**src/hdl/rv32_types_pkg.sv**
```systemverilog
// Basic RV32 scalar types used across the execute stage
// Register index 0 is the hardwired zero register and is never written

package rv32_types_pkg;

  // Data path width
  localparam int WORD_W = 32;

  // One architectural data word
  typedef logic [WORD_W-1:0] word_t;

  // Register file index
  typedef logic [4:0] reg_idx_t;

endpackage

```
**src/hdl/exec_types_pkg.sv**
```systemverilog
// Execute stage operation encodings and commit payload layouts
// Payload structs are packed so the commit latch can clear them to zero
// Branch payload carries no separate target, only the resolved address

package exec_types_pkg;
  import rv32_types_pkg::*;

  // Number of multiplier pipeline registers
  localparam int MUL_LATENCY = 3;

  // Functional unit chosen at issue
  typedef enum logic [1:0] {
    UNIT_ALU = 2'd0,
    UNIT_BR  = 2'd1,
    UNIT_MUL = 2'd2
  } unit_t;

  // ALU operations, shifts take the low 5 bits of port_b
  typedef enum logic [3:0] {
    ADD, SUB, AND, OR, XOR, SLL, SRL, SRA, SLT, SLTU
  } alu_op_t;

  // Conditional branches followed by the two jumps
  typedef enum logic [2:0] {
    BEQ, BNE, BLT, BGE, BLTU, BGEU, JAL, JALR
  } br_op_t;

  // MUL gives the low half, MULH and MULHU the high half
  typedef enum logic [1:0] {
    MUL, MULH, MULHU
  } mul_op_t;

  // Arithmetic writeback payload
  typedef struct packed {
    logic     wen;
    reg_idx_t rd;
    word_t    wdata;
  } au_result_t;

  // Branch resolution payload
  typedef struct packed {
    logic     valid;
    logic     is_jump;
    logic     taken;
    logic     mispredict;
    word_t    resolved_addr;
    logic     wen;
    reg_idx_t rd;
    word_t    link_data;
  } br_result_t;

  // Multiply writeback payload
  typedef struct packed {
    logic     wen;
    reg_idx_t rd;
    word_t    wdata;
  } mu_result_t;

endpackage

```
**src/hdl/arith_unit.sv**
```systemverilog
// Single cycle RV32I integer ALU, purely combinational
// Result data is computed for every op, wen alone marks a real write
// Writes to register 0 are suppressed here

`timescale 1ns/1ns

module arith_unit import rv32_types_pkg::*, exec_types_pkg::*; (
  input  logic       au_en,
  input  alu_op_t    alu_op,
  input  word_t      port_a,
  input  word_t      port_b,
  input  reg_idx_t   rd,
  output au_result_t result
);

  logic [4:0] shamt;
  word_t      alu_out;

  // Only the low 5 bits count for RV32 shifts
  assign shamt = port_b[4:0];

  always_comb begin
    case (alu_op)
      ADD:     alu_out = port_a + port_b;
      SUB:     alu_out = port_a - port_b;
      AND:     alu_out = port_a & port_b;
      OR:      alu_out = port_a | port_b;
      XOR:     alu_out = port_a ^ port_b;
      SLL:     alu_out = port_a << shamt;
      SRL:     alu_out = port_a >> shamt;
      // Arithmetic shift keeps the sign bit
      SRA:     alu_out = word_t'($signed(port_a) >>> shamt);
      SLT:     alu_out = word_t'($signed(port_a) < $signed(port_b));
      SLTU:    alu_out = word_t'(port_a < port_b);
      default: alu_out = '0;
    endcase
  end

  // No write when idle or targeting x0
  assign result.wen   = au_en & (rd != '0);
  assign result.rd    = rd;
  assign result.wdata = alu_out;

endmodule

```
**src/hdl/branch_res.sv**
```systemverilog
// Branch and jump resolution, purely combinational
// Fields other than valid are computed for any op and mean nothing unless valid
// JALR target has bit 0 cleared, no misalignment check is made

`timescale 1ns/1ns

module branch_res import rv32_types_pkg::*, exec_types_pkg::*; (
  input  logic       br_en,
  input  br_op_t     br_op,
  input  word_t      port_a,
  input  word_t      port_b,
  input  word_t      imm,
  input  word_t      pc,
  input  reg_idx_t   rd,
  input  logic       prediction,
  output br_result_t result
);

  logic  is_jump;
  logic  taken;
  word_t target;
  word_t pc4;

  assign is_jump = (br_op == JAL) | (br_op == JALR);
  assign pc4     = pc + 32'd4;

  // Compare for conditional branches
  always_comb begin
    case (br_op)
      BEQ:     taken = (port_a == port_b);
      BNE:     taken = (port_a != port_b);
      BLT:     taken = ($signed(port_a) < $signed(port_b));
      BGE:     taken = ($signed(port_a) >= $signed(port_b));
      BLTU:    taken = (port_a < port_b);
      BGEU:    taken = (port_a >= port_b);
      // Jumps always redirect
      default: taken = 1'b1;
    endcase
  end

  // Register relative target for JALR only
  assign target = (br_op == JALR) ? ((port_a + imm) & ~32'd1) : (pc + imm);

  assign result.valid         = br_en;
  assign result.is_jump       = is_jump;
  assign result.taken         = taken;
  assign result.mispredict    = prediction ^ taken;
  // Fall through when not taken
  assign result.resolved_addr = taken ? target : pc4;
  // Link write only for jumps with a real rd
  assign result.wen           = br_en & is_jump & (rd != '0);
  assign result.rd            = rd;
  assign result.link_data     = pc4;

endmodule

```
**src/hdl/commit_latch.sv**
```systemverilog
// Execute to commit register for any packed payload type
// Clear has priority over enable and loads an all zero payload
// Holds its value when en is low

`timescale 1ns/1ns

module commit_latch #(
  parameter type payload_t = logic
) (
  input  logic     CLK,
  input  logic     nRST,
  input  logic     en,
  input  logic     clr,
  input  payload_t d,
  output payload_t q
);

  always_ff @(posedge CLK, negedge nRST) begin
    if (~nRST) begin
      q <= '0;
    end else if (clr) begin
      // Flush kills whatever was about to commit
      q <= '0;
    end else if (en) begin
      q <= d;
    end
  end

endmodule

```
**src/hdl/exec_control.sv**
```systemverilog
// Issue decode and commit latch control for the execute stage
// Issue is accepted only when commit_stall is low
// Flush beats an issue in the same cycle through the latch clear
// intr_seen is sticky, intr wins over intr_taken

`timescale 1ns/1ns

module exec_control import exec_types_pkg::*; (
  input  logic  CLK,
  input  logic  nRST,
  input  logic  issue_valid,
  input  unit_t unit_sel,
  input  logic  commit_stall,
  input  logic  flush,
  input  logic  intr,
  input  logic  intr_taken,
  output logic  issue_ready,
  output logic  au_en,
  output logic  br_en,
  output logic  mu_issue,
  output logic  latch_en,
  output logic  latch_clr,
  output logic  intr_seen
);

  logic accept;

  // Stall plays the part of pc_en low
  assign issue_ready = ~commit_stall;
  assign accept      = issue_valid & issue_ready;

  // One hot unit enables
  assign au_en    = accept & (unit_sel == UNIT_ALU);
  assign br_en    = accept & (unit_sel == UNIT_BR);
  assign mu_issue = accept & (unit_sel == UNIT_MUL);

  // Latches follow pc_en, clear works even while stalled
  assign latch_en  = ~commit_stall;
  assign latch_clr = flush;

  // Keep polling so an interrupt is caught while busy
  always_ff @(posedge CLK, negedge nRST) begin
    if (~nRST) begin
      intr_seen <= 1'b0;
    end else if (intr) begin
      intr_seen <= 1'b1;
    end else if (intr_taken) begin
      intr_seen <= 1'b0;
    end
  end

endmodule

```
**src/hdl/execute_stage.sv**
```systemverilog
// Execute stage top with ALU, branch and multiply units
// One issue per cycle, accepted when issue_valid and issue_ready are high
// ALU and branch results commit one cycle after issue
// Multiply results commit MUL_LATENCY+1 non-stalled cycles after issue
// No load/store, divide, CSR or exception paths

`timescale 1ns/1ns

module execute_stage import rv32_types_pkg::*, exec_types_pkg::*; (
  input  logic     CLK,
  input  logic     nRST,
  // Issue side
  input  logic     issue_valid,
  input  unit_t    unit_sel,
  input  alu_op_t  alu_op,
  input  br_op_t   br_op,
  input  mul_op_t  mul_op,
  input  word_t    port_a,
  input  word_t    port_b,
  input  word_t    imm,
  input  word_t    pc,
  input  reg_idx_t rd,
  input  logic     prediction,
  output logic     issue_ready,
  // Pipeline control
  input  logic     commit_stall,
  input  logic     flush,
  input  logic     intr,
  input  logic     intr_taken,
  // Arithmetic commit
  output logic     au_wen,
  output reg_idx_t au_rd,
  output word_t    au_wdata,
  // Branch commit
  output logic     br_valid,
  output logic     br_is_jump,
  output logic     br_taken,
  output logic     br_mispredict,
  output word_t    br_resolved_addr,
  output logic     br_wen,
  output reg_idx_t br_rd,
  output word_t    br_link_data,
  // Multiply commit
  output logic     mu_wen,
  output reg_idx_t mu_rd,
  output word_t    mu_wdata,
  output logic     intr_seen
);

  logic au_en;
  logic br_en;
  logic mu_issue;
  logic latch_en;
  logic latch_clr;

  au_result_t au_res;
  br_result_t br_res;
  mu_result_t mu_res;
  au_result_t au_q;
  br_result_t br_q;
  mu_result_t mu_q;

  exec_control u_control (
    .CLK          (CLK),
    .nRST         (nRST),
    .issue_valid  (issue_valid),
    .unit_sel     (unit_sel),
    .commit_stall (commit_stall),
    .flush        (flush),
    .intr         (intr),
    .intr_taken   (intr_taken),
    .issue_ready  (issue_ready),
    .au_en        (au_en),
    .br_en        (br_en),
    .mu_issue     (mu_issue),
    .latch_en     (latch_en),
    .latch_clr    (latch_clr),
    .intr_seen    (intr_seen)
  );

  arith_unit u_arith (
    .au_en  (au_en),
    .alu_op (alu_op),
    .port_a (port_a),
    .port_b (port_b),
    .rd     (rd),
    .result (au_res)
  );

  branch_res u_branch (
    .br_en      (br_en),
    .br_op      (br_op),
    .port_a     (port_a),
    .port_b     (port_b),
    .imm        (imm),
    .pc         (pc),
    .rd         (rd),
    .prediction (prediction),
    .result     (br_res)
  );

  // Stalls and flushes share the latch controls
  multiply_unit u_mult (
    .CLK       (CLK),
    .nRST      (nRST),
    .mu_issue  (mu_issue),
    .latch_en  (latch_en),
    .latch_clr (latch_clr),
    .mul_op    (mul_op),
    .port_a    (port_a),
    .port_b    (port_b),
    .rd        (rd),
    .result    (mu_res)
  );

  // Commit boundary, one register per unit
  commit_latch #(.payload_t(au_result_t)) u_au_latch (
    .CLK  (CLK),
    .nRST (nRST),
    .en   (latch_en),
    .clr  (latch_clr),
    .d    (au_res),
    .q    (au_q)
  );

  commit_latch #(.payload_t(br_result_t)) u_br_latch (
    .CLK  (CLK),
    .nRST (nRST),
    .en   (latch_en),
    .clr  (latch_clr),
    .d    (br_res),
    .q    (br_q)
  );

  // Adds the final cycle of multiply latency
  commit_latch #(.payload_t(mu_result_t)) u_mu_latch (
    .CLK  (CLK),
    .nRST (nRST),
    .en   (latch_en),
    .clr  (latch_clr),
    .d    (mu_res),
    .q    (mu_q)
  );

  // Unpack onto the commit side ports
  assign au_wen           = au_q.wen;
  assign au_rd            = au_q.rd;
  assign au_wdata         = au_q.wdata;

  assign br_valid         = br_q.valid;
  assign br_is_jump       = br_q.is_jump;
  assign br_taken         = br_q.taken;
  assign br_mispredict    = br_q.mispredict;
  assign br_resolved_addr = br_q.resolved_addr;
  assign br_wen           = br_q.wen;
  assign br_rd            = br_q.rd;
  assign br_link_data     = br_q.link_data;

  assign mu_wen           = mu_q.wen;
  assign mu_rd            = mu_q.rd;
  assign mu_wdata         = mu_q.wdata;

endmodule

```
**src/hdl/multiply_unit.sv**
```systemverilog
// Pipelined 32x32 multiplier with MUL_LATENCY register stages
// Product is formed before stage one, half select after the last stage
// A stall freezes every stage, a flush drops every valid even when stalled

`timescale 1ns/1ns

module multiply_unit import rv32_types_pkg::*, exec_types_pkg::*; (
  input  logic       CLK,
  input  logic       nRST,
  input  logic       mu_issue,
  input  logic       latch_en,
  input  logic       latch_clr,
  input  mul_op_t    mul_op,
  input  word_t      port_a,
  input  word_t      port_b,
  input  reg_idx_t   rd,
  output mu_result_t result
);

  localparam int LAST = MUL_LATENCY - 1;

  logic signed [WORD_W:0]     a_ext;
  logic signed [WORD_W:0]     b_ext;
  logic signed [2*WORD_W+1:0] prod_full;
  logic [2*WORD_W-1:0]        product;

  logic [MUL_LATENCY-1:0] stg_valid;
  reg_idx_t               stg_rd   [MUL_LATENCY];
  mul_op_t                stg_op   [MUL_LATENCY];
  logic [2*WORD_W-1:0]    stg_prod [MUL_LATENCY];

  // Extra sign bit only for MULH, MULHU and MUL treat operands unsigned
  assign a_ext     = {(mul_op == MULH) & port_a[WORD_W-1], port_a};
  assign b_ext     = {(mul_op == MULH) & port_b[WORD_W-1], port_b};
  assign prod_full = a_ext * b_ext;
  // Low 64 bits hold the full result for every op
  assign product   = prod_full[2*WORD_W-1:0];

  always_ff @(posedge CLK, negedge nRST) begin
    if (~nRST) begin
      for (int i = 0; i < MUL_LATENCY; i++) begin
        stg_valid[i] <= 1'b0;
        stg_rd[i]    <= '0;
        stg_op[i]    <= MUL;
        stg_prod[i]  <= '0;
      end
    end else if (latch_clr) begin
      // Payload may stay, it is dead without valid
      stg_valid <= '0;
    end else if (latch_en) begin
      stg_valid[0] <= mu_issue;
      stg_rd[0]    <= rd;
      stg_op[0]    <= mul_op;
      stg_prod[0]  <= product;
      // Shift everything one stage along
      for (int i = 1; i < MUL_LATENCY; i++) begin
        stg_valid[i] <= stg_valid[i-1];
        stg_rd[i]    <= stg_rd[i-1];
        stg_op[i]    <= stg_op[i-1];
        stg_prod[i]  <= stg_prod[i-1];
      end
    end
  end

  // Writeback from the last stage
  assign result.wen   = stg_valid[LAST] & (stg_rd[LAST] != '0);
  assign result.rd    = stg_rd[LAST];
  assign result.wdata = (stg_op[LAST] == MUL) ? stg_prod[LAST][WORD_W-1:0]
                                              : stg_prod[LAST][2*WORD_W-1:WORD_W];

endmodule

```
**config.mk**
```make
export PLATFORM = sky130hd
export DESIGN_NAME = execute_stage
export DESIGN_NICKNAME = d
export VERILOG_FILES = /design/src/hdl/rv32_types_pkg.sv /design/src/hdl/exec_types_pkg.sv /design/src/hdl/arith_unit.sv /design/src/hdl/branch_res.sv /design/src/hdl/commit_latch.sv /design/src/hdl/exec_control.sv /design/src/hdl/execute_stage.sv /design/src/hdl/multiply_unit.sv
export SDC_FILE = /design/constraint.sdc
export NUM_CORES = 2
export LEC_CHECK = 0
export CORE_MARGIN = 5
export CORE_UTILIZATION = 25
export CTS_BUF_LIST = sky130_fd_sc_hd__clkbuf_4
export CTS_CLUSTER_SIZE = 40
export DETAILED_ROUTE_END_ITERATION = 10
export DONT_BUFFER_PORTS = 1
export GPL_TIMING_DRIVEN = 0
export MAX_ROUTING_LAYER = met4
export PLACE_DENSITY = 0.38
export SLEW_MARGIN = 20
export SYNTH_ARGS = -nofsm -noshare
export SYNTH_HDL_FRONTEND = slang
export SYNTH_HIERARCHICAL = 1
export SYNTH_SLANG_ARGS = --single-unit
```
**constraint.sdc**
```tcl
create_clock -name CLK -period 2.42 [get_ports CLK]
set_clock_uncertainty 0.15 [all_clocks]
set_input_delay 0.726 -clock CLK [delete_from_list [all_inputs] [get_ports CLK]]
set_output_delay 0.726 -clock CLK [all_outputs]
set_load 0.01 [all_outputs]
```
* Word-level counts from Yosys, hierarchy flattened
Cells that the tools add are included.
Storage, ports and cells: output and inout port bits 152, logic and storage cells 100, register bits 367, bits of input ports 152
Cells by class: $add $sub $neg 5, reduce and logical (&&, ||, !) cells 8, multiply operators 1, mux-type cells 15, equality and inequality tests 22, shifts and indexed selects 3, bitwise operators 17, $lt $le $gt $ge 4
Operators by type and width (number):
- 32-bit case mux with 10 select lines | 1
- 38-bit two-way mux | 4
- 74-bit two-way mux | 2
- 32-bit adder | 3
- 32-bit two-way mux | 3
- 32-bit greater-or-equal comparator | 2
- 32-bit < comparator | 2
- 33-bit by 33-bit multiplier with 64-bit output | 1
- 32-bit by 3-bit adder with 32-bit output, second input constant | 1
- 32-bit bitwise AND | 1
- 32-bit == test | 1
- 32-bit inequality test | 1
- 32-bit OR | 1
- 32-bit by 5-bit << shifter with 32-bit output | 1
- 32-bit by 5-bit >> shifter with 32-bit output | 1
- 32-bit by 5-bit >>> shifter with 32-bit output | 1
- 32-bit subtractor | 1
- 32-bit bitwise XOR | 1
- 4-bit by 3-bit == test with 1-bit output, second input constant | 4
- 3-bit == test, second input constant | 4
- 1-bit bitwise AND | 10
- 5-bit nonzero test | 2
- 4-bit by 2-bit == test with 1-bit output, second input constant | 2
- 4-bit == test, second input constant | 2
- 17 further kinds | 23

* Longest topological paths before layout
word-level depth 7, depth in mapped cells 32, depth with buffers taken out 29

* Cells and area by module
Netlist, hierarchy kept.
Modules (own cells, without submodules):
- multiply_unit | cells each 5179, seq. area each 5405.2 um^2, area each 46638.5 um^2, instances 1
- arith_unit | cells each 1217, seq. area each 0.0 um^2, area each 8425.6 um^2, instances 1
- branch_res | cells each 785, seq. area each 0.0 um^2, area each 5447.7 um^2, instances 1
- commit_latch (u_au_latch ...) | cells each 122, seq. area each 950.9 um^2, area each 1549.0 um^2, instances 2
- commit_latch (u_br_latch) | cells each 238, seq. area each 1851.8 um^2, area each 3040.4 um^2, instances 1
- exec_control | cells each 10, seq. area each 25.0 um^2, area each 98.8 um^2, instances 1

* Worst setup path after synthesis
OpenSTA, ideal clock, no wires.
path kind input-to-reg, start point input mul_op[0], end point register u_mult/stg_prod[186] (netlist name), data required time 2.201 ns, data arrival time 8.362 ns, library setup time 0.069 ns, path buffers 2, cell stages on the path 28, setup slack -6.161 ns, cells stage by stage nor2b_1 > clkbuf_1 > and2_0 > clkbuf_1 > nand2_1 > inv_1 > fa_1 > inv_1 > fa_1 > inv_1 > fa_1 > inv_1 > fa_1 > inv_1 > fa_1 > fa_1 > inv_1 > fa_1 > fa_1 > inv_1 > ha_1 > and3_1 > nand4_1 > or3_1 > o21ai_2 > a21oi_1 > or4_1 > nand3_1
Between the ends: longest elaborated chain between the ends 3, elaborated cells between the ends (all ways) 4, those cells by class mul: 1; eq/ne: 1; bitwise: 2
Ends and longest elaborated chain:
- start: declaration | line execute_stage.sv:17 | input mul_op_t mul_op,
- 2-bit by 1-bit == test with 1-bit output (*) | line multiply_unit.sv:33, multiply_unit.sv:34
- 1-bit bitwise AND (on tied branches) | line multiply_unit.sv:33, multiply_unit.sv:34
- 33-bit by 33-bit multiplier with 64-bit output (*) | line multiply_unit.sv:35 | assign prod_full = a_ext * b_ext;
- end signal: indexed assignment | line multiply_unit.sv:60 | stg_prod[i] <= stg_prod[i-1];
- end: declaration | line multiply_unit.sv:30 | logic [2*WORD_W-1:0] stg_prod [MUL_LATENCY];
Mark *: on every way between the ends. The rest lies on a longest branch, timed or not. A chain may end at the register's enable or synchronous reset.

* Final worst setup path
start point input port_a[31], end point register u_mult/stg_prod[186] (netlist name)
Between the ends: longest elaborated chain between the ends 2
Ends and longest elaborated chain:
- start: declaration | line execute_stage.sv:18 | input word_t port_a,
- 1-bit bitwise AND | line multiply_unit.sv:33 | assign a_ext = {(mul_op == MULH) & port_a[WORD_W-1], port_a};
- 33-bit by 33-bit multiplier with 64-bit output (*) | line multiply_unit.sv:35
Marks and branches as above.

==> metrics <==
dpl cell area=73,300 um^2; TritonRoute pass-1 iters=6; Chip Height=527 um; Crit path buffers/inverters=8; Tot GR Track Use=24.6%; Metal-1 WL=146,000 um; final hold slack=-0.681 ns; register area share after synthesis=13.8%; ys async rst share=100%; WL met2=158,000 um; outcome=finished, violations left; via count of the routed design=57,200; routability cong.=0.945; post-route insts no fill=11,700; CP max-delay cell=fa_2; die width=527 um; CP Launch Type=input pin; Critical Path RT=3.12 ns; synth unique cells=121; final-report hold violation count=367; Top Layer Used=met4; Core Util, Final=30.5%; DRT iter0 DRCs=4,091; area of the multi-input gates=54,300 um^2; clk slew on worst S/H paths=0.07 ns; Reg area=9190 um^2; RSZ-0062 raised after global routing=yes; class of the worst hold path=input pin to async pin; wire length on met3=21,000 um; Worst Reg-to-Reg Cells=5; initial antenna violation count=51; synthesized flop and latch total=367; leading post-synthesis cells by cell area=fa_1 34%, dfrtp_1 14%, nand2_1 8.4%; synthesis-to-layout area growth=21.4%; die area=277,000 um^2; cts-stage hold buffer count=53; Mapped Nets=9,358; WL/cell=28.8 um; H-tree levels=3; WS Path Type=input pin to flip-flop; Inst Count DP=11,200; filler cell count=28,200; Synth top area share=33.9%; row cnt=189; most frequent cells in the layout=1,442 x nand2_1, 1,253 x inv_1, 1,068 x fa_1; critical path's top delay family=adder cells; most used cell, CP=fa_1; most common cell after layout, fill and taps aside=nand2_1; Setup WS post-layout=-5.35 ns; Synth area leader=fa_1; ys flop type=dfrtp_1; r2r startpoint=u_mult/stg_op[1]$_DFFE_PN0P_; Tcrit/Tclk final=321%; Max Cap Viol=0; share of cells above drive strength 1=18.4%; Post-Syn Area=66,700 um^2; largest net degree at the start of global routing=368; total gr overflow=0; Final HPWL DP=267,000 um; Relative slew margins=11.7%; Max Fclk=129 MHz; Root Driver=clkbuf_4; number of I/O port buffers=0; CTS Buf Count=91; Worst-Margin Slew=1.32 ns; CP endpoint kind=flip-flop; Final Critical Period=7.77 ns; CTS tree=built; EDFF count, synth=0; failing checks=negative hold slack, negative setup slack; Final nets=9,740; Detail Route Antenna Nets=0; DRC viols=0; Clock Tree Buf Depth=3; Crit Path Max Fanout=16; YS warnings=6; Core Box Area=266,000 um^2; initial core utilization=25.1%; CP max stage delay=0.67 ns; Setup Viol. Count Final=125; Vias/cell=4.89; max-slew violations=0; reg2reg setup slack=0.20 ns; first-pass GRT wire length=474,000 um; worst path arrival time=8.47 ns; Total Routed Length=337,000 um; r2r endpoint=u_mu_latch/q[2]$_DFFE_PN0P_; clock sink count=367; worst-skew pair later-pin latency=0.97 ns; vias in the first global route=60,200; Synth Area per Inst=8.70 um^2; io pins=304; Post-Synthesis Cells=7,673; fin area=81,000 um^2
-- repair_timing --
action / CTS / global route
cloned: 5 / 0
pin swaps: 234 / 162
setup endpoints to repair: 229 / 131
buffers inserted: 192 / 70
endpoints found under the hold margin: 428 / 367
resized for setup: 762 / 200
-- layer usage --
| metal | vias to the layer above | global-route usage [%] |
|---|---|---|
| met4 | 0 | 7.65 |
| met2 | 2075 | 39.8 |
| met3 | 399 | 3.51 |
| met5 | - | - |
| met1 | 29800 | 31.8 |
| li1 | 24900 | - |
-- sequential cells by signal (all words and copies together) (netlist names) --
signal / count
u_au_latch/q: 38
u_br_latch/q: 74
u_control/intr_seen: 1
u_mu_latch/q: 38
u_mult/result: 5
u_mult/stg_op: 6
u_mult/stg_prod: 192
u_mult/stg_rd: 10
u_mult/stg_valid: 3
-- worst max-delay path by stage --
| stage | start | end | slack, ns | depth (start not counted) |
|---|---|---|---|---|
| finish | port_a[31] | u_mult/stg_prod[186]$_DFFE_PN0P_ | -5.35 | 25 |
| global route | mul_op[0] | u_mult/stg_prod[185]$_DFFE_PN0P_ | -5.41 | 30 |
| CTS | mul_op[0] | u_mult/stg_prod[185]$_DFFE_PN0P_ | -5.32 | 31 |
| detailed placement | port_a[31] | u_mult/stg_prod[185]$_DFFE_PN0P_ | -7.64 | 25 |
| global placement | port_a[31] | u_mult/stg_prod[185]$_DFFE_PN0P_ | -7.62 | 26 |
| floorplan | mul_op[0] | u_mult/stg_prod[191]$_DFFE_PN0P_ | -5.61 | 27 |
-- synth_stat cells, drive strengths merged (31+ instances only) --
cell    count
nand4      49
fa       1129
nand3      51
o21ai     238
buf       117
dfrtp     367
a21o       84
mux4       36
inv      1348
a21oi     261
nor2      409
o211ai     44
mux2       49
ha        404
a211oi     45
and2      275
xnor2     107
nor3       52
xor2       62
mux2i     220
clkbuf    329
and3       50
a31oi      31
nand2    1485
-- worst reg2reg max path, stage by stage, from the launching register on --
cell and delay, ns:
dfrtp_1 0.38, nor2_1 0.32, clkbuf_1 0.58, mux2_2 0.47
mux2i_1 0.14, nor2_1 0.05
-- through the flow --
step | setup slack, ns | setup TNS, ns
2_1_floorplan | -5.61 | -307.11
3_3_place_gp | -7.62 | -685.92
3_5_place_dp | -7.64 | -679.86
4_1_cts | -5.32 | -266.98
5_1_grt | -5.41 | -281.28
6_report | -5.35 | -278.36
-- cells by family (layout without fill, tap and decap cells) --
kind of cell	after synthesis	in the layout	share of synthesized area, %
DFF	367	367	13.8
buffers and inverters	1796	2247	10.8
muxes	305	305	5.34
and+or+nand+nor	2529	2529	16.7
other	0	44	0
adders and majority gates	1533	1533	41.4
AOI/OAI and AO/OA	974	974	9.81
xor gates and xnor gates	169	169	2.22
-- layout make-up --
type,instances,share of cell area (%)
multi-input combinational,5510,67.0
sequential,367,11.3
inverter,1349,6.39
tap,3533,5.46
buffer,425,4.53
timing repair buffer,311,3.70
clock buffer,122,1.13
clock inverter,40,0.344
antenna,44,0.136
Power is not shown: default switching activity piles up to over one toggle a cycle in this logic, so the estimate is an artifact.
